**src/cachePkg.sv**
```systemverilog
package cachePkg;

    // byte address as the CPU drives it on paddr
    typedef logic [63:0] addrT;

    // one cache line and one memory word hold a single doubleword
    typedef logic [63:0] dataT;

    // one strobe bit per byte lane of a doubleword
    typedef logic [7:0] strbT;

    // tag is address bits 63 to 5, index is bits 4 to 3
    typedef logic [58:0] tagT;
    typedef logic [1:0] indexT;

    // word index into backing memory, address bits 10 to 3
    typedef logic [7:0] memIndexT;

    localparam int NUM_SETS = 4;
    localparam int MEM_WORDS = 256;

    // cycles from a read pulse to memRvalid
    localparam int MEM_LATENCY = 3;

    // first byte address that no longer maps onto backing memory
    localparam addrT ADDR_LIMIT = 64'd2048;

    // controller sequencing for one APB transfer
    typedef enum logic [2:0] {
        IDLE,
        LOOKUP,
        MISS_WAIT,
        REFILL,
        WRITE_WAIT,
        RESPOND
    } ctrlStateT;

endpackage
```
**src/cacheArray.sv**
```systemverilog
`timescale 1ns/1ps

module cacheArray (
    input  logic           clk,
    input  logic           rst,
    input  cachePkg::addrT lookupAddr,
    output logic           hit,
    output cachePkg::dataT hitData,
    input  logic           fillValid,
    input  cachePkg::addrT fillAddr,
    input  cachePkg::dataT fillData,
    input  logic           invalValid,
    input  cachePkg::addrT invalAddr
);

    // per-set state of way 0 and way 1
    logic           valid0 [cachePkg::NUM_SETS];
    logic           valid1 [cachePkg::NUM_SETS];
    cachePkg::tagT  tag0 [cachePkg::NUM_SETS];
    cachePkg::tagT  tag1 [cachePkg::NUM_SETS];
    cachePkg::dataT data0 [cachePkg::NUM_SETS];
    cachePkg::dataT data1 [cachePkg::NUM_SETS];

    // toggles on every refill of a set and steers the next victim
    logic           toggle [cachePkg::NUM_SETS];

    cachePkg::indexT lookIdx;
    cachePkg::indexT fillIdx;
    cachePkg::indexT invalIdx;
    cachePkg::tagT   lookTag;
    cachePkg::tagT   fillTag;
    logic            match0;
    logic            match1;
    logic            fillWay0;

    assign lookIdx  = lookupAddr[4:3];
    assign lookTag  = lookupAddr[63:5];
    assign fillIdx  = fillAddr[4:3];
    assign fillTag  = fillAddr[63:5];
    // only the set matters for an invalidate because both ways are dropped
    assign invalIdx = invalAddr[4:3];

    // lookup is purely combinational so a hit can answer in the access cycle
    assign match0 = valid0[lookIdx] && (tag0[lookIdx] == lookTag);
    assign match1 = valid1[lookIdx] && (tag1[lookIdx] == lookTag);
    assign hit    = match0 || match1;

    always_comb begin
        if (match0) begin
            hitData = data0[lookIdx];
        end else if (match1) begin
            hitData = data1[lookIdx];
        end else begin
            hitData = '0;
        end
    end

    // way 0 takes the fill when the toggle points at it or its old tag matches,
    // but never if way 1 already carries this tag
    // stale tags count here too, which keeps one tag from landing in both ways
    assign fillWay0 = (toggle[fillIdx] || (tag0[fillIdx] == fillTag))
                      && (tag1[fillIdx] != fillTag);

    always_ff @(posedge clk) begin
        if (rst) begin
            for (int s = 0; s < cachePkg::NUM_SETS; s++) begin
                valid0[s] <= 1'b0;
                valid1[s] <= 1'b0;
                tag0[s]   <= '0;
                tag1[s]   <= '0;
                toggle[s] <= 1'b0;
            end
        end else begin
            if (fillValid) begin
                if (fillWay0) begin
                    valid0[fillIdx] <= 1'b1;
                    tag0[fillIdx]   <= fillTag;
                end else begin
                    valid1[fillIdx] <= 1'b1;
                    tag1[fillIdx]   <= fillTag;
                end
                toggle[fillIdx] <= ~toggle[fillIdx];
            end
            // placed after the fill so a store to the same set wins the cycle
            if (invalValid) begin
                valid0[invalIdx] <= 1'b0;
                valid1[invalIdx] <= 1'b0;
            end
        end
    end

    // the line payload only means something while the matching valid bit is set
    always_ff @(posedge clk) begin
        if (fillValid) begin
            if (fillWay0) begin
                data0[fillIdx] <= fillData;
            end else begin
                data1[fillIdx] <= fillData;
            end
        end
    end

    // a duplicate tag would make the hit mux pick one of two copies
    for (genvar s = 0; s < cachePkg::NUM_SETS; s++) begin : gSetCheck
        assert property (@(posedge clk) disable iff (rst)
            !(valid0[s] && valid1[s] && (tag0[s] == tag1[s])))
            else $error("cacheArray: set %0d holds the same tag in both ways", s);
    end

endmodule

```
**config.mk**
```make
export PLATFORM = sky130hd
export DESIGN_NAME = cacheArray
export DESIGN_NICKNAME = d
export VERILOG_FILES = /design/src/cachePkg.sv /design/src/cacheArray.sv
export SDC_FILE = /design/constraint.sdc
export NUM_CORES = 1
export LEC_CHECK = 0
export BUFFER_PORTS_ARGS = -buffer_cell sky130_fd_sc_hd__buf_4
export CORE_UTILIZATION = 30
export CTS_CLUSTER_DIAMETER = 100
export CTS_CLUSTER_SIZE = 28
export DETAILED_ROUTE_END_ITERATION = 10
export SYNTH_ARGS = -nofsm -noshare
export SYNTH_HDL_FRONTEND = slang
export SYNTH_SLANG_ARGS = --single-unit
```
**constraint.sdc**
```tcl
create_clock -name clk -period 11.2 [get_ports clk]
set_input_delay 3.36 -clock clk [delete_from_list [all_inputs] [get_ports clk]]
set_output_delay 3.36 -clock clk [all_outputs]
set_load 0.02 [all_outputs]
```
### Word-level counts from Yosys, hierarchy flattened

Memories as Yosys holds them, arrays and structs flattened.
Index checks and enable logic that the tools add are counted.

* flip-flop bits (word level): 0
* RAM bits: 996
* bits of input ports: 260
* output and inout bits: 65
* word-level logic and storage cells: 65
* memories: 7

Memory list
* data0: words 4, width 64, read ports 1, clocked after memory_dff 0, wr ports 1, RTL line cacheArray.sv:21 `cachePkg::dataT data0 [cachePkg::NUM_SETS];`
* data1: words 4, width 64, read ports 1, clocked after memory_dff 0, wr ports 1, RTL line cacheArray.sv:22 `cachePkg::dataT data1 [cachePkg::NUM_SETS];`
* tag0: words 4, width 59, read ports 2, clocked after memory_dff 0, wr ports 4, RTL line cacheArray.sv:19 `cachePkg::tagT tag0 [cachePkg::NUM_SETS];`
* tag1: words 4, width 59, read ports 2, clocked after memory_dff 0, wr ports 4, RTL line cacheArray.sv:20 `cachePkg::tagT tag1 [cachePkg::NUM_SETS];`
* toggle: words 4, width 1, read ports 1, clocked after memory_dff 0, wr ports 4, RTL line cacheArray.sv:25 `logic toggle [cachePkg::NUM_SETS];`
* valid0: words 4, width 1, read ports 1, clocked after memory_dff 0, wr ports 4, RTL line cacheArray.sv:17 `logic valid0 [cachePkg::NUM_SETS];`
* +1 memories

* equality and inequality tests: 4
* muxes and demuxes: 41
* bitwise operators: 1
* reductions and logical operators: 12

Operator list (number)
* $eq A59 B59 Y1: 3
* $mux W64: 2
* $mux W59: 2
* $reduce_or A59 Y1: 2
* $ne A59 B59 Y1: 1
* $mux W1: 30
* $mux W2: 7
* $reduce_or A1 Y1: 5
* $logic_and A1 B1 Y1: 3
* $logic_or A1 B1 Y1: 2
* $not A1 Y1: 1

### Logic depth before layout (Yosys ltp)

An unclocked memory read counts as a cell.

* depth after elaboration: 10
* gate-level depth with buffers: 14
* mapped depth without buffers: 7

### Least setup slack after synthesis

OpenSTA, ideal clock, no wires.

* path kind: input to register
* start: in fillAddr[4]
* end: mem tag0[0][0] in the netlist's numbering, enable pin
* library setup time: 0.557 ns
* arrival time: 9.890 ns
* required time: 10.643 ns
* path slack: 0.753 ns
* stages on the path: 12
* path buffers: 5
* cell sequence: clkbuf_1 buf_2 buf_1 mux4_2 xnor2_1 nand4_1 nor4_1 nand4_1 o21ba_1 buf_2 buf_6 o21ai_0

RTL lines
* start, declared: RTL line cacheArray.sv:10 `input cachePkg::addrT fillAddr,`
* end, declared: RTL line cacheArray.sv:19

### Worst setup path after layout

* start: in lookupAddr[3]
* end: out hitData[62]

* longest elaborated chain between the ends: 5
* elaborated cells on any way between the ends: 12
* those cells by class: eq/ne (2); mux (2); reduce/logical (2); memory (6)

Ends and longest elaborated chain
* start, declared: RTL line cacheArray.sv:6 `input cachePkg::addrT lookupAddr,`
* $mem_v2 Z4 W59
* $eq A59 B59 Y1: RTL line cacheArray.sv:45 `assign match1 = valid1[lookIdx] && (tag1[lookIdx] == lookTag);`
* $logic_and A1 B1 Y1: RTL line cacheArray.sv:45
* $mux W64: RTL line cacheArray.sv:51 `end else if (match1) begin`
* $mux W64 *: RTL line cacheArray.sv:49 `if (match0) begin`
* end, declared: RTL line cacheArray.sv:8 `output cachePkg::dataT hitData,`

Mark *: on every way between the ends. The rest lies on a longest branch, timed or not.

==> impl_metrics.tcl <==
set metrics [dict create \
    outcome "completed" \
    crit_slowest_cell "nor4_1" \
    intPower_mw 5.492 \
    nets 3301 \
    cts_htree_levels 2 \
    die_y_um 404.9 \
    holdPathStages 2 \
    final-setup-viol-count 0 \
    syn_inst 3006 \
    boundaryPins 325 \
    portBuffers 256 \
    clkPwrFrac_pct 27.8 \
    synthDistinctLibCells 47 \
    synthTopCellsByArea "edfxtp_1 61%, mux4_2 17%, xnor2_1 2.8%, a2111oi_2 2.7%, nand2_1 1.9%" \
    tns_ns 0 \
    met2_length_mm 69.23 \
    post-dp-hpwl_mm 89.58 \
    switchingPower_mw 1.949 \
    synth.top_cell.area_share_pct 60.93 \
    syn_to_final_growth_pct 11.95 \
    worstMarginPinSlew_ns 1.143 \
    hold_start "valid1[1]$_SDFFE_PP0P_" \
    first_iter_violations 3301 \
    fin_skew_ns 0.05524 \
    layout_common_cells "988 x edfxtp_1, 362 x mux4_2, 302 x buf_4" \
    max_slew_margin_pct 23.78 \
    cp.arrival_ns 7.25 \
    synth_edf_count 988 \
    critPathMaxFanout 34 \
    hold_viol 0 \
    cts_root_buf "clkbuf_16" \
    worstPathRequired_ns 7.84 \
    cp-end-kind "output port" \
    final_common_cell "edfxtp_1" \
    die_w_um 404.9 \
    drc 0 \
    start_util_pct 30.29 \
    min_period_ns 10.61 \
    clock_latency_ns 0.68 \
    syn_area_sq_um 48690 \
    syn_avg_cell_area_sq_um 16.20 \
    critPathLaunch "lookupAddr[3]" \
    clkTransAtPathRegs_ns 0.09 \
    synthArstFlopShare_pct 0 \
    yosys_register_bits 996 \
    holdWs_ns 0.4655 \
    worstPathCellList "buf_8 > buf_4 > mux4_2 > xnor2_1 > nand4_1 > nor4_1 > nand3_1 > nor4_2 > buf_12 > buf_12 > a31o_2 > buf_4" \
    fmax_mhz 94.28 \
    p_leak_nw 16.41 \
    dieArea_sq_um 163900 \
    firstDrtPassIters 6 \
    num_rows 147 \
    top_layer "met5" \
    yosys_most_used_dff "edfxtp_1" \
    seq_area_frac_synth_pct 61.26 \
    crit_family "simple AND/OR/NAND/NOR gates" \
    postCtsHoldBufs 0 \
    comb_power_share_pct 14.1 \
    yosys.area.top_type "edfxtp_1" \
    place_congestion 0.8781 \
    period_share_pct 94.70 \
    regToRegEndpoint "tag1[2][25]$_SDFFCE_PN0P_" \
    clock-sinks 996 \
    avgRoutedWirePerCell_um 28.16 \
    numCtsBuffers 45 \
    cts_setup_buffers 0 \
    worstReg2RegStart "tag0[3][46]$_DFFE_PP_" \
    crit_buf_inv 5 \
    grt_max_degree 157 \
    cts_max_path_buffers 3 \
    core-area_sq_um 160800 \
    pwr-share-seq_pct 58.1 \
    r2r_slack_ns 6.27 \
    vias 29140 \
    track_usage_pct 17.54 \
    final_layout_size_suffix_gt1_share_pct 31.05 \
    rr_worst_depth 8 \
    p_per_area_nw_per_um2 136.5 \
    antenna_found_initial 17 \
    ys_warn_count 0 \
    grt_first_pass_wirelength_mm 209.7 \
    netSwitchingFraction_pct 26.20 \
    cts_tree "done" \
    crit_type "input pin to output port" \
    slowest_delay_ns 0.61 \
    drv_cap 0 \
    finalWirelength_mm 147.1 \
    vias_per_cell 5.577 \
    peakVddDrop_mv 0.09925 \
    rsz0062_at_grt "false" \
    slew_viol_final 0 \
    syn_nets 3266 \
    overflow 0 \
    hold_path_end "valid1[1]$_SDFFE_PP0P_" \
    hp-class "flop to flop" \
    cp-start-kind "input pin" \
    grt_pass1_vias 28440 \
    met3WireLength_mm 13.76 \
    antenna_left 0 \
    wl_met1_mm 58.84 \
    post_cts_resized 0 \
]
## metrics by stage
step	area, sq um	util, %	setup slack (ns)	power [mW]	cells
6_report	54510	33.91	0.5932	7.441	5225
4_1_cts	54500	33.90	0.5910	7.489	5220
2_1_floorplan	48690	-	0.7526	5.045	3006
5_1_grt	54510	33.91	0.5393	7.652	5223
3_5_place_dp	53080	33.02	0.6097	5.452	5154
3_3_place_gp	53080	33.02	0.6665	5.438	5154
## cell usage after synthesis (all sizes together), types with 18 or more instances
cell and instances:
a211oi 66, nor3b 122, edfxtp 988, nand2 244, nor4 22, o21ai 18
clkbuf 206, xnor2 154, a2111oi 177, nor3 181, buf 149, nor2 23
inv 33, a31o 64, mux4 362, nand4 42, xor2 64
## logic make-up after synthesis
group                  Yosys count  share of synthesized area (%)
buffers and inverters          388                          3.574
flip-flops                     996                          61.26
AO/OA/AOI/OAI                  365                          7.254
AND/OR/NAND/NOR                666                          7.020
multiplexers                   373                          16.97
XOR/XNOR                       218                          3.921
## flip-flops by register name, indices dropped and copies added (netlist names)
name and count:
data0 256, data1 256, tag0 236, tag1 236, toggle 4, valid0 4
valid1 4
## tightest hold or removal path: stages (launching register included)
cell and delay [ns]:
dfxtp_1 0.32, inv_1 0.05, a31oi_1 0.06
## power by group through the flow
| stage | clock network (mW) | logic (mW) | registers [mW] |
|---|---|---|---|
| detailed placement | 0 | 1.05 | 4.41 |
| CTS | 2.12 | 1.05 | 4.32 |
| finish | 2.07 | 1.05 | 4.32 |
| floorplan | 0 | 0.641 | 4.40 |
| global placement | 0 | 1.04 | 4.40 |
| global route | 2.22 | 1.10 | 4.34 |
## routing by layer
| metal | GRT usage [%] | vias up |
|---|---|---|
| li1 | - | 12240 |
| met1 | 23.81 | 15340 |
| met2 | 27.74 | 1359 |
| met3 | 3.868 | 187 |
| met4 | 5.835 | 18 |
| met5 | 0 | - |
## area by class of cell
cell class | count | area (sq um)
Fill cell | 15380 | 106200
Antenna cell | 5 | 12.51
Clock inverter | 16 | 235.2
Multi-Input combinational cell | 1622 | 17370
Tap cell | 2160 | 2703
Sequential cell | 996 | 29830
Clock buffer | 50 | 1186
Timing Repair Buffer | 343 | 3059
Inverter | 33 | 123.9
## worst max path at each step
stage / endpoint / slack, ns / cells past startpoint
global placement: hitData[62] / 0.67 / 12
global route: hitData[50] / 0.54 / 12
finish: hitData[62] / 0.59 / 12
detailed placement: hitData[50] / 0.61 / 12
floorplan: tag0[0][0]$_SDFFCE_PN0P_ / 0.75 / 12
CTS: hitData[50] / 0.59 / 12
Power figures use the tool's default switching activity.
