<file path="config.mk">
export PLATFORM = sky130hd
export DESIGN_NAME = cacheController
export DESIGN_NICKNAME = d
export VERILOG_FILES = /design/src/cachePkg.sv /design/src/cacheController.sv
export SDC_FILE = /design/constraint.sdc
export NUM_CORES = 1
export LEC_CHECK = 0
export BUFFER_PORTS_ARGS = -buffer_cell sky130_fd_sc_hd__buf_2
export CAP_MARGIN = 0
export CORE_AREA = 2 2 284 286
export CTS_CLUSTER_DIAMETER = 150
export DETAILED_ROUTE_END_ITERATION = 8
export DIE_AREA = 0 0 286 288
export SKIP_CTS_REPAIR_TIMING = 1
export SLEW_MARGIN = 15
export SYNTH_ARGS = -nofsm -noshare
export SYNTH_HDL_FRONTEND = slang
export SYNTH_SLANG_ARGS = --single-unit
</file>
<file path="constraint.sdc">
create_clock -name clk -period 8.4 [get_ports clk]
set_clock_uncertainty 0.15 [all_clocks]
set_input_delay 0.84 -clock clk [delete_from_list [all_inputs] [get_ports clk]]
set_output_delay 0.84 -clock clk [all_outputs]
set_load 0.01 [all_outputs]
</file>
<file path="src/cachePkg.sv">
package cachePkg;

    // byte address as the CPU drives it on paddr
    typedef logic [63:0] addrT;

    // one cache line and one memory word hold a single doubleword
    typedef logic [63:0] dataT;

    // one strobe bit per byte lane of a doubleword
    typedef logic [7:0] strbT;

    // tag is address bits 63 to 5, index is bits 4 to 3
    typedef logic [58:0] tagT;
    typedef logic [1:0] indexT;

    // word index into backing memory, address bits 10 to 3
    typedef logic [7:0] memIndexT;

    localparam int NUM_SETS = 4;
    localparam int MEM_WORDS = 256;

    // cycles from a read pulse to memRvalid
    localparam int MEM_LATENCY = 3;

    // first byte address that no longer maps onto backing memory
    localparam addrT ADDR_LIMIT = 64'd2048;

    // controller sequencing for one APB transfer
    typedef enum logic [2:0] {
        IDLE,
        LOOKUP,
        MISS_WAIT,
        REFILL,
        WRITE_WAIT,
        RESPOND
    } ctrlStateT;

endpackage
</file>
<file path="src/cacheController.sv">
`timescale 1ns/1ps

module cacheController (
    input  logic           clk,
    input  logic           rst,

    // APB4 slave side
    input  logic           psel,
    input  logic           penable,
    input  logic           pwrite,
    input  cachePkg::addrT paddr,
    input  cachePkg::dataT pwdata,
    input  cachePkg::strbT pstrb,
    output logic           pready,
    output cachePkg::dataT prdata,
    output logic           pslverr,

    // cache array side
    output cachePkg::addrT lookupAddr,
    input  logic           hit,
    input  cachePkg::dataT hitData,
    output logic           fillValid,
    output cachePkg::addrT fillAddr,
    output cachePkg::dataT fillData,
    output logic           invalValid,
    output cachePkg::addrT invalAddr,

    // backing memory side
    output logic           memReq,
    output logic           memWrite,
    output cachePkg::addrT memAddr,
    output cachePkg::dataT memWdata,
    output cachePkg::strbT memStrb,
    input  logic           memRvalid,
    input  cachePkg::dataT memRdata
);

    cachePkg::ctrlStateT state;
    cachePkg::ctrlStateT nextState;

    logic           accessCycle;
    logic           addrErr;
    logic           reqErr;
    cachePkg::dataT refillData;

    // psel and penable together mark the access phase of a transfer
    assign accessCycle = psel && penable;

    // out of range or not doubleword aligned
    assign addrErr = (paddr >= cachePkg::ADDR_LIMIT) || (paddr[2:0] != 3'b000);

    always_comb begin
        nextState = state;
        unique case (state)
            cachePkg::IDLE: begin
                // a clean read hit finishes here and the FSM stays put
                if (accessCycle) begin
                    if (addrErr) begin
                        nextState = cachePkg::RESPOND;
                    end else if (pwrite) begin
                        nextState = cachePkg::WRITE_WAIT;
                    end else if (!hit) begin
                        nextState = cachePkg::LOOKUP;
                    end
                end
            end
            // issues the read pulse for the missing doubleword
            cachePkg::LOOKUP:     nextState = cachePkg::MISS_WAIT;
            cachePkg::MISS_WAIT: begin
                if (memRvalid) begin
                    nextState = cachePkg::REFILL;
                end
            end
            cachePkg::REFILL:     nextState = cachePkg::RESPOND;
            cachePkg::WRITE_WAIT: nextState = cachePkg::RESPOND;
            cachePkg::RESPOND:    nextState = cachePkg::IDLE;
            default:              nextState = cachePkg::IDLE;
        endcase
    end

    always_ff @(posedge clk) begin
        if (rst) begin
            state  <= cachePkg::IDLE;
            reqErr <= 1'b0;
        end else begin
            state <= nextState;
            // the error verdict is taken once, when the transfer is accepted
            if (state == cachePkg::IDLE && accessCycle) begin
                reqErr <= addrErr;
            end
        end
    end

    // the returned word feeds the refill and later prdata
    always_ff @(posedge clk) begin
        if (state == cachePkg::MISS_WAIT && memRvalid) begin
            refillData <= memRdata;
        end
    end

    // a hit needs zero wait states and every other transfer gets pready from RESPOND
    assign pready = (state == cachePkg::IDLE && accessCycle && !pwrite && !addrErr && hit)
                    || (state == cachePkg::RESPOND);
    assign pslverr = (state == cachePkg::RESPOND) && reqErr;
    assign prdata  = (state == cachePkg::IDLE) ? hitData : refillData;

    // the master holds paddr and the write payload until pready, so they are used directly
    assign lookupAddr = paddr;
    assign fillAddr   = paddr;
    assign invalAddr  = paddr;
    assign memAddr    = paddr;
    assign memWdata   = pwdata;
    assign memStrb    = pstrb;
    assign fillData   = refillData;

    // single-cycle pulses straight from the state
    assign memReq     = (state == cachePkg::LOOKUP) || (state == cachePkg::WRITE_WAIT);
    assign memWrite   = (state == cachePkg::WRITE_WAIT);
    // a write-through store simply drops its set from the cache
    assign invalValid = (state == cachePkg::WRITE_WAIT);
    assign fillValid  = (state == cachePkg::REFILL);

    // a completion outside an access phase would break the APB handshake with the master
    assert property (@(posedge clk) disable iff (rst)
        pready |-> (psel && penable))
        else $error("cacheController: pready outside an APB access phase");

endmodule

</file>
# Word-level counts from Yosys, hierarchy flattened
# Cells that the tools add are included.
op_classes:
  n_eq_ne: 8
  n_mux: 7
  n_lt_le_gt_ge: 1
  n_reduce_logical: 16
op_table:
  columns: ["cell", "n"]
  rows:
  - ["$ge 64x12->1 const B", 1]
  - ["$mux 64", 1]
  - ["$mux 3", 5]
  - ["$pmux 3 s4", 1]
  - ["$logic_and 1x1->1", 7]
  - ["$eq 3x2->1 const B", 2]
  - ["$eq 3x3->1 const B", 2]
  - ["$ne 2x2->1 const B", 2]
  - ["$ne 4x4->1 const B", 1]
  - ["$eq 3x1->1 const B", 1]
  - ["$logic_not 3->1", 1]
  - ["$logic_or 1x1->1", 3]
  - ["$reduce_and 3->1", 1]
  - ["$reduce_bool 3->1", 1]
  - ["$logic_not 1->1", 2]
  - ["$reduce_or 2->1", 1]
word_totals:
  output_inout_bits: 462
  inputBits: 271
  word_cells: 35
  ff_bits: 68

# Depth between registers and ports, before layout
# Gate-level depths: netlist (run 1).
depth:
  word_depth: 6
  mapped_depth: 5
  mapped_depth_nobuf: 4

# Least setup slack after synthesis (run 1)
# OpenSTA, ideal clock, no wires.
synth_path:
  path_kind: "input-to-reg"
  start: "input port memRvalid"
  end: "register refillData[0] (netlist: fillData[0]) (enable)"
  slack_ns: 5.429
  n_path_buf: 0
  setup_time_ns: 0.429
  cell_stages: 1
  t_required_ns: 7.821
  t_arrival_ns: 2.391
  cell_sequence: "and3b_1"
synth_between:
  elab_chain_len: 1
synth_lines:
  columns: ["element", "line_no", "rtl"]
  rows:
  - ["start, declared", "cacheController.sv:34", "input logic memRvalid,"]
  - ["$logic_and 1x1->1", "cacheController.sv:96", "if (state == cachePkg::MISS_WAIT && memRvalid) begin"]
  - ["end signal, assigned", "cacheController.sv:97", "refillData <= memRdata;"]
  - ["end, declared", "cacheController.sv:44", "cachePkg::dataT refillData;"]
# Every way passes these cells.
# A chain may end at the register's enable or synchronous reset.

# Worst setup path in the final report (run 1)
layout_path:
  start: "input port paddr[33]"
  end: "output port pready"
layout_between:
  elab_chain_len: 6
layout_lines:
  columns: ["element", "line_no", "rtl"]
  rows:
  - ["start, declared", "cacheController.sv:11", "input cachePkg::addrT paddr,"]
  - ["$ge 64x12->1", "cacheController.sv:50", "assign addrErr = (paddr >= cachePkg::ADDR_LIMIT) || (paddr[2:0] != 3'b000);"]
  - ["$logic_or 1x1->1", "cacheController.sv:50", null]
  - ["$logic_not 1->1", "cacheController.sv:102", "assign pready = (state == cachePkg::IDLE && accessCycle && !pwrite && !addrErr && hit)"]
  - ["$logic_and 1x1->1 (2 in a row)", "cacheController.sv:102", null]
  - ["$logic_or 1x1->1", "cacheController.sv:103", "|| (state == cachePkg::RESPOND);"]
  - ["end, declared", "cacheController.sv:14", "output logic pready,"]
# Every way passes these cells.

==> impl_metrics.py, run 1 <==
metrics = {
    "synthesis": {
        "ys_ff_latch": 68,
        "synth_most_common_cell": "buf_4",
        "ys_seq_area_share_pct": 35.8,
        "synth_enable_flop_cells": 64,
        "synth_nets": 787,
        "yosys_most_used_dff": "edfxtp_1",
        "synthesis.area_um2": 5590,
        "ys_warn_count": 0,
        "synth_top_area_share_pct": 44.3,
        "async_reset_ff_share_pct": 0,
        "synthTopCellsByArea": "buf_4, edfxtp_1, mux2_2",
        "synthTopCellsByCount": "buf_4, edfxtp_1, mux2_2, nor4_1, buf_6",
        "syn-instance-count": 516,
        "synth_top_area_cell": "buf_4",
        "synth_cell_types": 28,
        "avgSynthCellArea_um2": 10.8,
    },
    "finish": {
        "finish.instance_area_um2": 7470,
        "nNetsFinal": 1009,
        "area_growth_pct": 33.6,
        "drive_above_1_share_pct": 85.1,
        "fillers": 9212,
        "utilization_pct": 9.38,
        "stdcell_count": 1803,
        "diodes": 0,
    },
    "timing": {
        "rsz0062_at_grt": "false",
        "fmax_mhz": 254,
        "finalWorstSetupSlack_ns": 4.47,
        "finalHoldViolations": 0,
        "min_period_ns": 3.93,
        "fin_crit_sh_pct": 46.8,
        "setup_violations": 0,
        "fin_tns_setup_ns": 0,
        "worstMarginPinSlew_ns": 0.950,
        "drv_slew": 0,
        "timing.slew.headroom_pct": 36.7,
    },
    "drt": {
        "antenna_left": 0,
        "viasPerCell": 2.34,
        "dr.pass1.iters": 4,
        "drc": 0,
        "drt_wl_total_um": 22100,
        "detail_route.wl_per_cell_um": 12.2,
        "drt_iter0_markers": 129,
        "vias": 4222,
    },
    "setup_path": {
        "reg2regPathDepth": 3,
        "reg2reg_to": "fillData[49]",
        "crit_path_end_kind": "primary output",
        "arrival_ns": 2.94,
        "path_max_fanout": 5,
        "worst-endpoint-required_ns": 7.41,
        "critPathLaunch": "paddr[33]",
        "reg2reg_slack_ns": 6.01,
        "cp-start-kind": "input port",
        "endpoint": "pready",
        "rr_startpoint": "state[1]",
        "critPathKind": "in -> out",
    },
    "clock_tree": {
        "path_clk_slew_ns": 0.06,
        "cts-root-buf": "clkbuf_16",
        "clkSinkCount": 68,
        "cts_tree": "done",
        "clock_latency_ns": 0.36,
        "numCtsBuffers": 9,
        "h-tree-depth": 3,
        "clk_path_buf_depth": 2,
    },
    "placed_design": {
        "port_buffers": 548,
        "hpwl_um": 19400,
        "post-place-ws_ns": 4.15,
        "placed_cell_area_um2": 7130,
        "dp.cells": 1787,
        "routabilityCongestion": 0.794,
    },
    "grt": {
        "grtUsageTotal_pct": 4.83,
        "grt_pass1_vias": 3638,
        "grt_first_pass_wirelength_um": 26600,
        "grt_max_degree": 67,
        "overflow": 0,
        "antenna_found_initial": 5,
    },
    "floorplanning": {
        "die_h_um": 288,
        "initial_core_util_pct": 7.02,
        "core_um2": 79600,
        "io_pins": 733,
        "rows": 104,
        "die_x_um": 286,
        "die_area_um2": 82400,
    },
    "power": {
        "p_leak_uw": 0.00331,
        "power_density_nw_per_um2": 167,
        "vdd_drop_max_mv": 0.0851,
    },
    "status": {
        "outcome": "finished clean",
    },
    "flow_run": {
        "max_cap_viol_count": 0,
    },
    "hold_path": {
        "hold_path_class": "reg -> reg",
    },
}
area by class of cell:
type	count	area (µm²)	share of cell area, %
Clock buffer	9	225	3.02
Clock inverter	7	114	1.53
Inverter	2	7.51	0.101
Multi-Input combinational cell	107	1030	13.8
Sequential cell	68	2000	26.8
Tap cell	1060	1330	17.8
Timing Repair Buffer	550	2760	36.9
state kept, by name, indices dropped and copies added (netlist names):
| signal | count |
|---|---|
| fillData | 64 |
| reqErr | 1 |
| state | 3 |
report_power, final:
group | leakage, µW | total (µW) | switching [µW] | internal (µW)
Clock | 0.000161 | 442 | 153 | 289
Combinational | 0.00254 | 406 | 213 | 193
Sequential | 0.000611 | 401 | 12.6 | 389
cells in the final DEF (no fill, tap or decap):
| master | n |
|---|---|
| a41o_1 | 1 |
| nor4_4 | 1 |
| and3_1 | 1 |
| buf_4 | 2 |
| mux2_2 | 64 |
| nand2_1 | 2 |
| and3b_4 | 1 |
| nor2_1 | 2 |
| nor4_2 | 1 |
| nor2b_1 | 1 |
| dfxtp_1 | 4 |
| xnor2_1 | 2 |
| a22o_1 | 1 |
| a211oi_1 | 2 |
| or3_1 | 1 |
| nor3_1 | 1 |
| nor4_1 | 13 |
| nor3b_1 | 1 |
| clkinv_1 | 2 |
| buf_2 | 548 |
| inv_6 | 1 |
| inv_1 | 2 |
| clkbuf_16 | 9 |
| edfxtp_1 | 64 |
| o21ai_0 | 3 |
| and2_1 | 1 |
| a221oi_1 | 2 |
| and3b_1 | 1 |
| clkinvlp_4 | 1 |
| nand4_1 | 3 |
| nor3_4 | 1 |
| bufinv_16 | 3 |
| a21oi_1 | 1 |
metal layers:
metal	global-route usage (%)	share of wire, %
met1	4.51	33
met2	8.08	48
met3	2.62	13
met4	3.21	5.3
met5	0.872	0.71
worst min-delay path by stage:
stage / from / end / slack, ns / cells past startpoint
6_report: reqErr / reqErr / 0.37 / 2
2_1_floorplan: reqErr / reqErr / 0.32 / 2
4_1_cts: reqErr / reqErr / 0.36 / 2
3_3_place_gp: reqErr / reqErr / 0.34 / 2
5_1_grt: reqErr / reqErr / 0.39 / 2
3_5_place_dp: reqErr / reqErr / 0.35 / 2
per-stage QoR:
| stage | total power [µW] | hold slack [ns] |
|---|---|---|
| floorplan | 748 | 0.319 |
| global placement | 814 | 0.340 |
| detailed placement | 816 | 0.349 |
| CTS | 1280 | 0.363 |
| global route | 1310 | 0.389 |
| finish | 1250 | 0.368 |
cell families after synthesis:
group                     synth area share (%)
and+or+nand+nor                           3.83
AOI/OAI and AO/OA                         1.28
xor gates and xnor gates                 0.314
buffers and inverters                     45.8
DFF                                       35.8
muxes                                     12.9
worst max-delay path, stage by stage:
cell     delay (ns)
buf_2          0.12
nor4_1         0.68
nand2_1        0.34
nor4_4         0.55
a41o_1         0.24
buf_2          0.16
No activity file was read; power rests on OpenSTA's default activity.
==> inputs of run 2 (changes only) <==
--- a/config.mk
+++ b/config.mk
@@ -7,10 +7,10 @@
 export LEC_CHECK = 0
 export BUFFER_PORTS_ARGS = -buffer_cell sky130_fd_sc_hd__buf_2
 export CAP_MARGIN = 0
-export CORE_AREA = 2 2 284 286
+export CORE_AREA = 2 2 286 288
 export CTS_CLUSTER_DIAMETER = 150
 export DETAILED_ROUTE_END_ITERATION = 8
-export DIE_AREA = 0 0 286 288
+export DIE_AREA = 0 0 288 290
 export SKIP_CTS_REPAIR_TIMING = 1
 export SLEW_MARGIN = 15
 export SYNTH_ARGS = -nofsm -noshare
==> constraint.sdc (replaced) <==
create_clock -name clk -period 3.5 [get_ports clk]
set_clock_uncertainty 0.15 [all_clocks]
set_input_delay 0.35 -clock clk [delete_from_list [all_inputs] [get_ports clk]]
set_output_delay 0.35 -clock clk [all_outputs]
set_load 0.01 [all_outputs]
==> run 2 against run 1 <==
Utilization is 0.60 points higher. Cell area is 7.1% higher. Largest cell class unchanged. Hold slack worse by 0.35 ns. Routed wire length grew 12%. Combinational power grew to 2.6 times the previous value. Count of clock-buffer cells in the layout is the same. Global-route usage increased by 0.61 points. First-iteration DRC count stayed put. Register-to-register slack worse by 4.8 ns. Non-clock buffer count is 59 higher. Via count up 6.0%.
==> impl_metrics.py, run 2 (synthesis gave the netlist of run 1 again) <==
metrics = {
    "status": {
        "outcome": "finished clean",
    },
    "power": {
        "seqPwrFrac_pct": 33.4,
        "p_int_uw": 1920,
        "pwr-share-clk_pct": 30.2,
        "power_uw": 2880,
        "pwr-share-comb_pct": 36.3,
        "vdd_drop_max_mv": 0.284,
        "switchingPower_uw": 956,
        "power_density_nw_per_um2": 360,
        "p_leak_uw": 0.00354,
        "switching_share_pct": 33.3,
    },
    "floorplanning": {
        "die_x_um": 288,
        "io_pins": 733,
        "die_h_um": 290,
        "die_area_um2": 83500,
        "rows": 104,
        "initial_core_util_pct": 6.97,
        "core_um2": 80200,
    },
    "drt": {
        "drt_iter0_markers": 129,
        "drc": 0,
        "antenna_left": 0,
        "detail_route.wl_per_cell_um": 13.3,
        "drt_wl_total_um": 24800,
        "vias": 4474,
        "viasPerCell": 2.40,
        "dr.pass1.iters": 4,
    },
    "timing": {
        "rsz0062_at_grt": "false",
        "setup_violations": 0,
        "drv_slew": 0,
        "fmax_mhz": 378,
        "worstMarginPinSlew_ns": 0.648,
        "fin_tns_setup_ns": 0,
        "finalWorstSetupSlack_ns": 0.851,
        "timing.slew.headroom_pct": 56.8,
        "fin_crit_sh_pct": 75.7,
        "finalHoldViolations": 0,
        "min_period_ns": 2.65,
    },
    "finish": {
        "stdcell_count": 1864,
        "nNetsFinal": 1068,
        "drive_above_1_share_pct": 79.7,
        "area_growth_pct": 43.2,
        "layout_common_cells": "buf_2, mux2_2, edfxtp_1, dlygate4sd3_1, nor4_1",
        "largest_reg_flops": 64,
        "final_common_cell": "buf_2",
    },
    "setup_path": {
        "worst-endpoint-required_ns": 3.00,
        "path_max_fanout": 5,
        "cp-start-kind": "input port",
        "critPathKind": "in -> out",
        "crit_path_end_kind": "primary output",
        "arrival_ns": 2.15,
    },
    "grt": {
        "grt_pass1_vias": 3900,
        "grtUsageTotal_pct": 5.44,
        "overflow": 0,
        "grt_first_pass_wirelength_um": 30200,
        "grt_max_degree": 65,
        "antenna_found_initial": 11,
    },
    "placed_design": {
        "port_buffers": 548,
        "dp.cells": 1793,
        "routabilityCongestion": 0.892,
        "hpwl_um": 21300,
        "post-place-ws_ns": 0.678,
    },
    "clock_tree": {
        "h-tree-depth": 3,
        "path_clk_slew_ns": 0.06,
        "cts-root-buf": "clkbuf_16",
        "clkSinkCount": 68,
        "numCtsBuffers": 9,
        "clock_latency_ns": 0.37,
        "cts_tree": "done",
        "clk_path_buf_depth": 2,
    },
    "hold_path": {
        "hold_path_class": "in -> reg",
    },
    "flow_run": {
        "max_cap_viol_count": 0,
    },
}
## run 2: cell types whose count changed in the layout (fill, tap and decap cells not counted)
| cell | delta |
|---|---|
| dlygate4sd3_1 | +53 |
| buf_4 | +4 |
| bufinv_16 | -3 |
| clkinv_2 | +3 |
| buf_12 | +2 |
| diode_2 | +2 |
| and3b_2 | +1 |
| and3b_4 | -1 |
| clkinv_1 | -1 |
| clkinvlp_4 | +1 |
## run 2: layout make-up
cell class                      instances  area [µm²]
Inverter                                2        7.51
Sequential cell                        68        2000
Fill cell                            9257       72200
Multi-Input combinational cell        107        1030
Timing Repair Buffer                  609        3360
Clock inverter                          7        42.5
Antenna cell                            2        5.00
Tap cell                             1060        1330
Clock buffer                            9         225
## run 2: final timing paths
path                                    from            to  slack, ns  cells after the start
worst max-delay path               paddr[58]        pready       0.85                      6
worst min-delay path            memRdata[36]  fillData[36]       0.02                      1
worst max register to register      state[1]   fillData[7]       1.24                      3
worst min register to register        reqErr        reqErr       0.35                      2
## run 2: power groups by stage
stage	Combinational [µW]	Sequential [µW]	Clock (µW)
4_1_cts	1000	963	931
2_1_floorplan	817	977	0
6_report	1040	962	870
3_3_place_gp	994	979	0
3_5_place_dp	1000	979	0
5_1_grt	1130	967	952
## run 2: critical path, cell delays in order
cell and delay, ns:
buf_2 0.12, nor4_1 0.55, nand4_1 0.31, nor4_4 0.40, a41o_1 0.23, buf_2 0.19
## run 2: metrics by stage
step | util (%) | area, µm² | hold WS (ns)
2_1_floorplan | - | 5590 | 0.273
3_3_place_gp | 8.98 | 7190 | 0.340
3_5_place_dp | 8.98 | 7190 | 0.345
4_1_cts | 9.31 | 7460 | -0.0368
5_1_grt | 9.97 | 8000 | -0.00421
6_report | 9.98 | 8000 | 0.0151
## run 2: per-layer routing
| metal | track usage, % | share of wire [%] | routed length [µm] |
|---|---|---|---|
| met1 | 4.66 | 32 | 7930 |
| met3 | 3.51 | 14 | 3570 |
| met4 | 2.89 | 4.1 | 1030 |
| met2 | 9.55 | 49 | 12200 |
| met5 | 0 | 0.22 | 54 |
==> inputs of run 3 (changes only) <==
--- a/config.mk
+++ b/config.mk
@@ -5,12 +5,13 @@
 export SDC_FILE = /design/constraint.sdc
 export NUM_CORES = 1
 export LEC_CHECK = 0
+export ABC_AREA = 1
 export BUFFER_PORTS_ARGS = -buffer_cell sky130_fd_sc_hd__buf_2
 export CAP_MARGIN = 0
-export CORE_AREA = 2 2 286 288
+export CORE_AREA = 2 2 284 286
 export CTS_CLUSTER_DIAMETER = 150
 export DETAILED_ROUTE_END_ITERATION = 8
-export DIE_AREA = 0 0 288 290
+export DIE_AREA = 0 0 286 288
 export SKIP_CTS_REPAIR_TIMING = 1
 export SLEW_MARGIN = 15
 export SYNTH_ARGS = -nofsm -noshare
==> constraint.sdc (replaced) <==
create_clock -name clk -period 2.15 [get_ports clk]
set_clock_uncertainty 0.15 [all_clocks]
set_input_delay 0.215 -clock clk [delete_from_list [all_inputs] [get_ports clk]]
set_output_delay 0.215 -clock clk [all_outputs]
set_load 0.01 [all_outputs]
==> run 3 against run 2 <==
Combinational power grew to 5.3 times the previous value. Non-clock buffer count is 20 higher. Largest cell class unchanged. First-iteration DRC count is 20% higher. Sequential cell count did not move. Hold slack improved by 0.085 ns. Utilization rose by 0.64 points. Cell area grew 5.8%. Clock power grew 97%. Via count up 23%. Register-to-register slack got worse by 0.83 ns.
==> impl_metrics.py, run 3 <==
metrics = {
    "finish": {
        "drive_above_1_share_pct": 59.3,
        "fillers": 9240,
        "area.sequential_um2": 2000,
        "finish.instance_area_um2": 8460,
        "nNetsFinal": 1272,
        "utilization_pct": 10.6,
        "multi_input_area_um2": 1130,
        "largest_reg_flops": 64,
        "layout_common_cells": "buf_2, nand2_1, dlygate4sd3_1, edfxtp_1, nor2_1",
        "final_common_cell": "buf_2",
        "area_growth_pct": 47.6,
    },
    "synthesis": {
        "yosys.area_share.simple_pct": 18.9,
        "synthTopCellsByArea": "buf_4, edfxtp_1, nand2_1",
        "synth_top_area_share_pct": 43.8,
        "synth_nets": 975,
        "synth_cell_types": 22,
        "ys_seq_area_share_pct": 34.9,
        "yosys_most_used_dff": "edfxtp_1",
        "synthTopCellsByCount": "buf_4, nand2_1, edfxtp_1, nor2_1, inv_1",
        "synth_enable_flop_cells": 64,
        "synth.mux.area_fraction_pct": 0,
        "syn-instance-count": 704,
        "synth_top_area_cell": "buf_4",
        "ys_ff_latch": 68,
        "synth_top_family_by_area": "buffers and inverters",
        "ys_warn_count": 0,
        "synthesis.area_um2": 5730,
        "synth_most_common_cell": "buf_4",
        "synth_compound_area_share_pct": 0.415,
        "avgSynthCellArea_um2": 8.14,
        "async_reset_ff_share_pct": 0,
        "synth_xor_area_share_pct": 0,
        "synthAdderAreaFrac_pct": 0,
    },
    "floorplanning": {
        "io_pins": 733,
        "initial_core_util_pct": 7.20,
        "die_area_um2": 82400,
        "core_um2": 79600,
        "rows": 104,
        "die_h_um": 288,
        "die_x_um": 286,
    },
    "clock_tree": {
        "path_clk_slew_ns": 0.07,
        "numCtsBuffers": 9,
        "clock_latency_ns": 0.36,
        "cts-root-buf": "clkbuf_16",
        "clkSinkCount": 68,
        "clk_path_buf_depth": 2,
        "h-tree-depth": 3,
        "cts_tree": "done",
    },
    "setup_path": {
        "slowest_stage": "dfxtp_1",
        "worst-endpoint-required_ns": 1.78,
        "critPathKind": "reg -> out",
        "arrival_ns": 1.69,
        "max_stage_delay_ns": 0.36,
        "crit_family": "buffers and inverters",
        "cp_common_cell": "nand2_1",
        "crit_buf_inv": 3,
        "cp_cell_sequence": "inv_2, nand2_8, buf_16, nand2_1, nand2_1, buf_2",
        "path_max_fanout": 47,
        "cp-start-kind": "flop",
        "crit_path_end_kind": "primary output",
    },
    "timing": {
        "rsz0062_at_grt": "true",
        "fmax_mhz": 487,
        "setup_violations": 0,
        "min_period_ns": 2.06,
        "finalHoldViolations": 0,
        "fin_crit_sh_pct": 95.6,
        "drv_slew": 0,
        "timing.slew.headroom_pct": 77.5,
        "worstMarginPinSlew_ns": 0.336,
        "fin_tns_setup_ns": 0,
        "whs_ns": 0.0999,
    },
    "power": {
        "p_leak_uw": 0.00408,
        "power_uw": 8890,
        "power_density_nw_per_um2": 1050,
        "vdd_drop_max_mv": 0.722,
    },
    "drt": {
        "met2RoutedLength_um": 18100,
        "drt_wl_total_um": 37900,
        "vias": 5503,
        "met3_length_um": 7200,
        "drc": 0,
        "dr.pass1.iters": 4,
        "dr.max_layer_used": "met5",
        "antenna_left": 0,
        "drt_iter0_markers": 155,
        "wl_met1_um": 11800,
        "viasPerCell": 2.65,
        "detail_route.wl_per_cell_um": 18.3,
    },
    "placed_design": {
        "port_buffers": 548,
        "routabilityCongestion": 0.978,
        "placed_cell_area_um2": 7420,
        "hpwl_um": 33700,
    },
    "grt": {
        "antenna_found_initial": 22,
        "grtUsageTotal_pct": 8.49,
        "grt_max_degree": 48,
        "overflow": 0,
        "grt_first_pass_wirelength_um": 45100,
        "grt_pass1_vias": 4756,
    },
    "hold_path": {
        "hold_path_class": "in -> reg",
    },
    "status": {
        "outcome": "finished clean",
    },
    "flow_run": {
        "max_cap_viol_count": 0,
    },
}
## run 3: changes by cell type in the layout (fill, tap and decap cells not counted), moves of 4 or more
cell	delta
dlygate4sd3_1	+12
inv_2	+4
nand2_1	+214
inv_1	+8
mux2_2	-64
nor2_1	+39
nor2_4	+4
diode_2	+7
buf_4	+5
nor4_1	-13
## run 3: power breakdown
part	leakage (µW)	switching (µW)	internal, µW
Combinational	0.00332	3600	1880
Sequential	0.000612	84.7	1620
Clock	0.000154	685	1020
## run 3: metal layers
layer / vias to the layer above / GRT usage [%]
li1: 2447 / -
met1: 2426 / 7.48
met2: 566 / 14.5
met3: 54 / 7.27
met4: 10 / 2.28
met5: - / 0
## run 3: layout make-up
cell class	instances	area share, %
flip-flops and latches	68	23.7
diodes	9	0.266
multi-input cells	278	13.3
clock buffers	9	2.66
well taps	1060	15.7
clock inverters	7	1.15
repair buffers	629	42.3
inverters	15	0.976
## run 3: final timing paths
| kind | startpoint | to | slack (ns) | cells after the start |
|---|---|---|---|---|
| worst max register to register | state[1] | fillData[40] | 0.41 | 6 |
| worst min register to register | reqErr | reqErr | 0.35 | 2 |
| worst max-delay path | state[2] | prdata[62] | 0.09 | 6 |
| worst min-delay path | pwrite | state[0] | 0.1 | 6 |
## run 3: stage by stage
step / instances / worst slack, ns
after global placement: 1985 / -0.00477
after global routing: 2070 / -0.0117
after CTS: 2001 / -0.125
after floorplan: 704 / 0.00314
after detailed placement: 1985 / 0.00568
final: 2075 / 0.0950
## run 3: logic make-up (layout without fill, tap and decap cells)
group | after synthesis | count (layout)
buffers and inverters | 358 | 660
DFF | 68 | 68
AOI/OAI and AO/OA | 4 | 4
and+or+nand+nor | 274 | 274
other | 0 | 9
## run 3: worst reg2reg max path, stage by stage (launching register included)
cell and delay [ns]:
dfxtp_2 0.36, inv_1 0.07, nor2_2 0.13, nand2_2 0.11, nor2_4 0.14, buf_12 0.17, buf_12 0.25
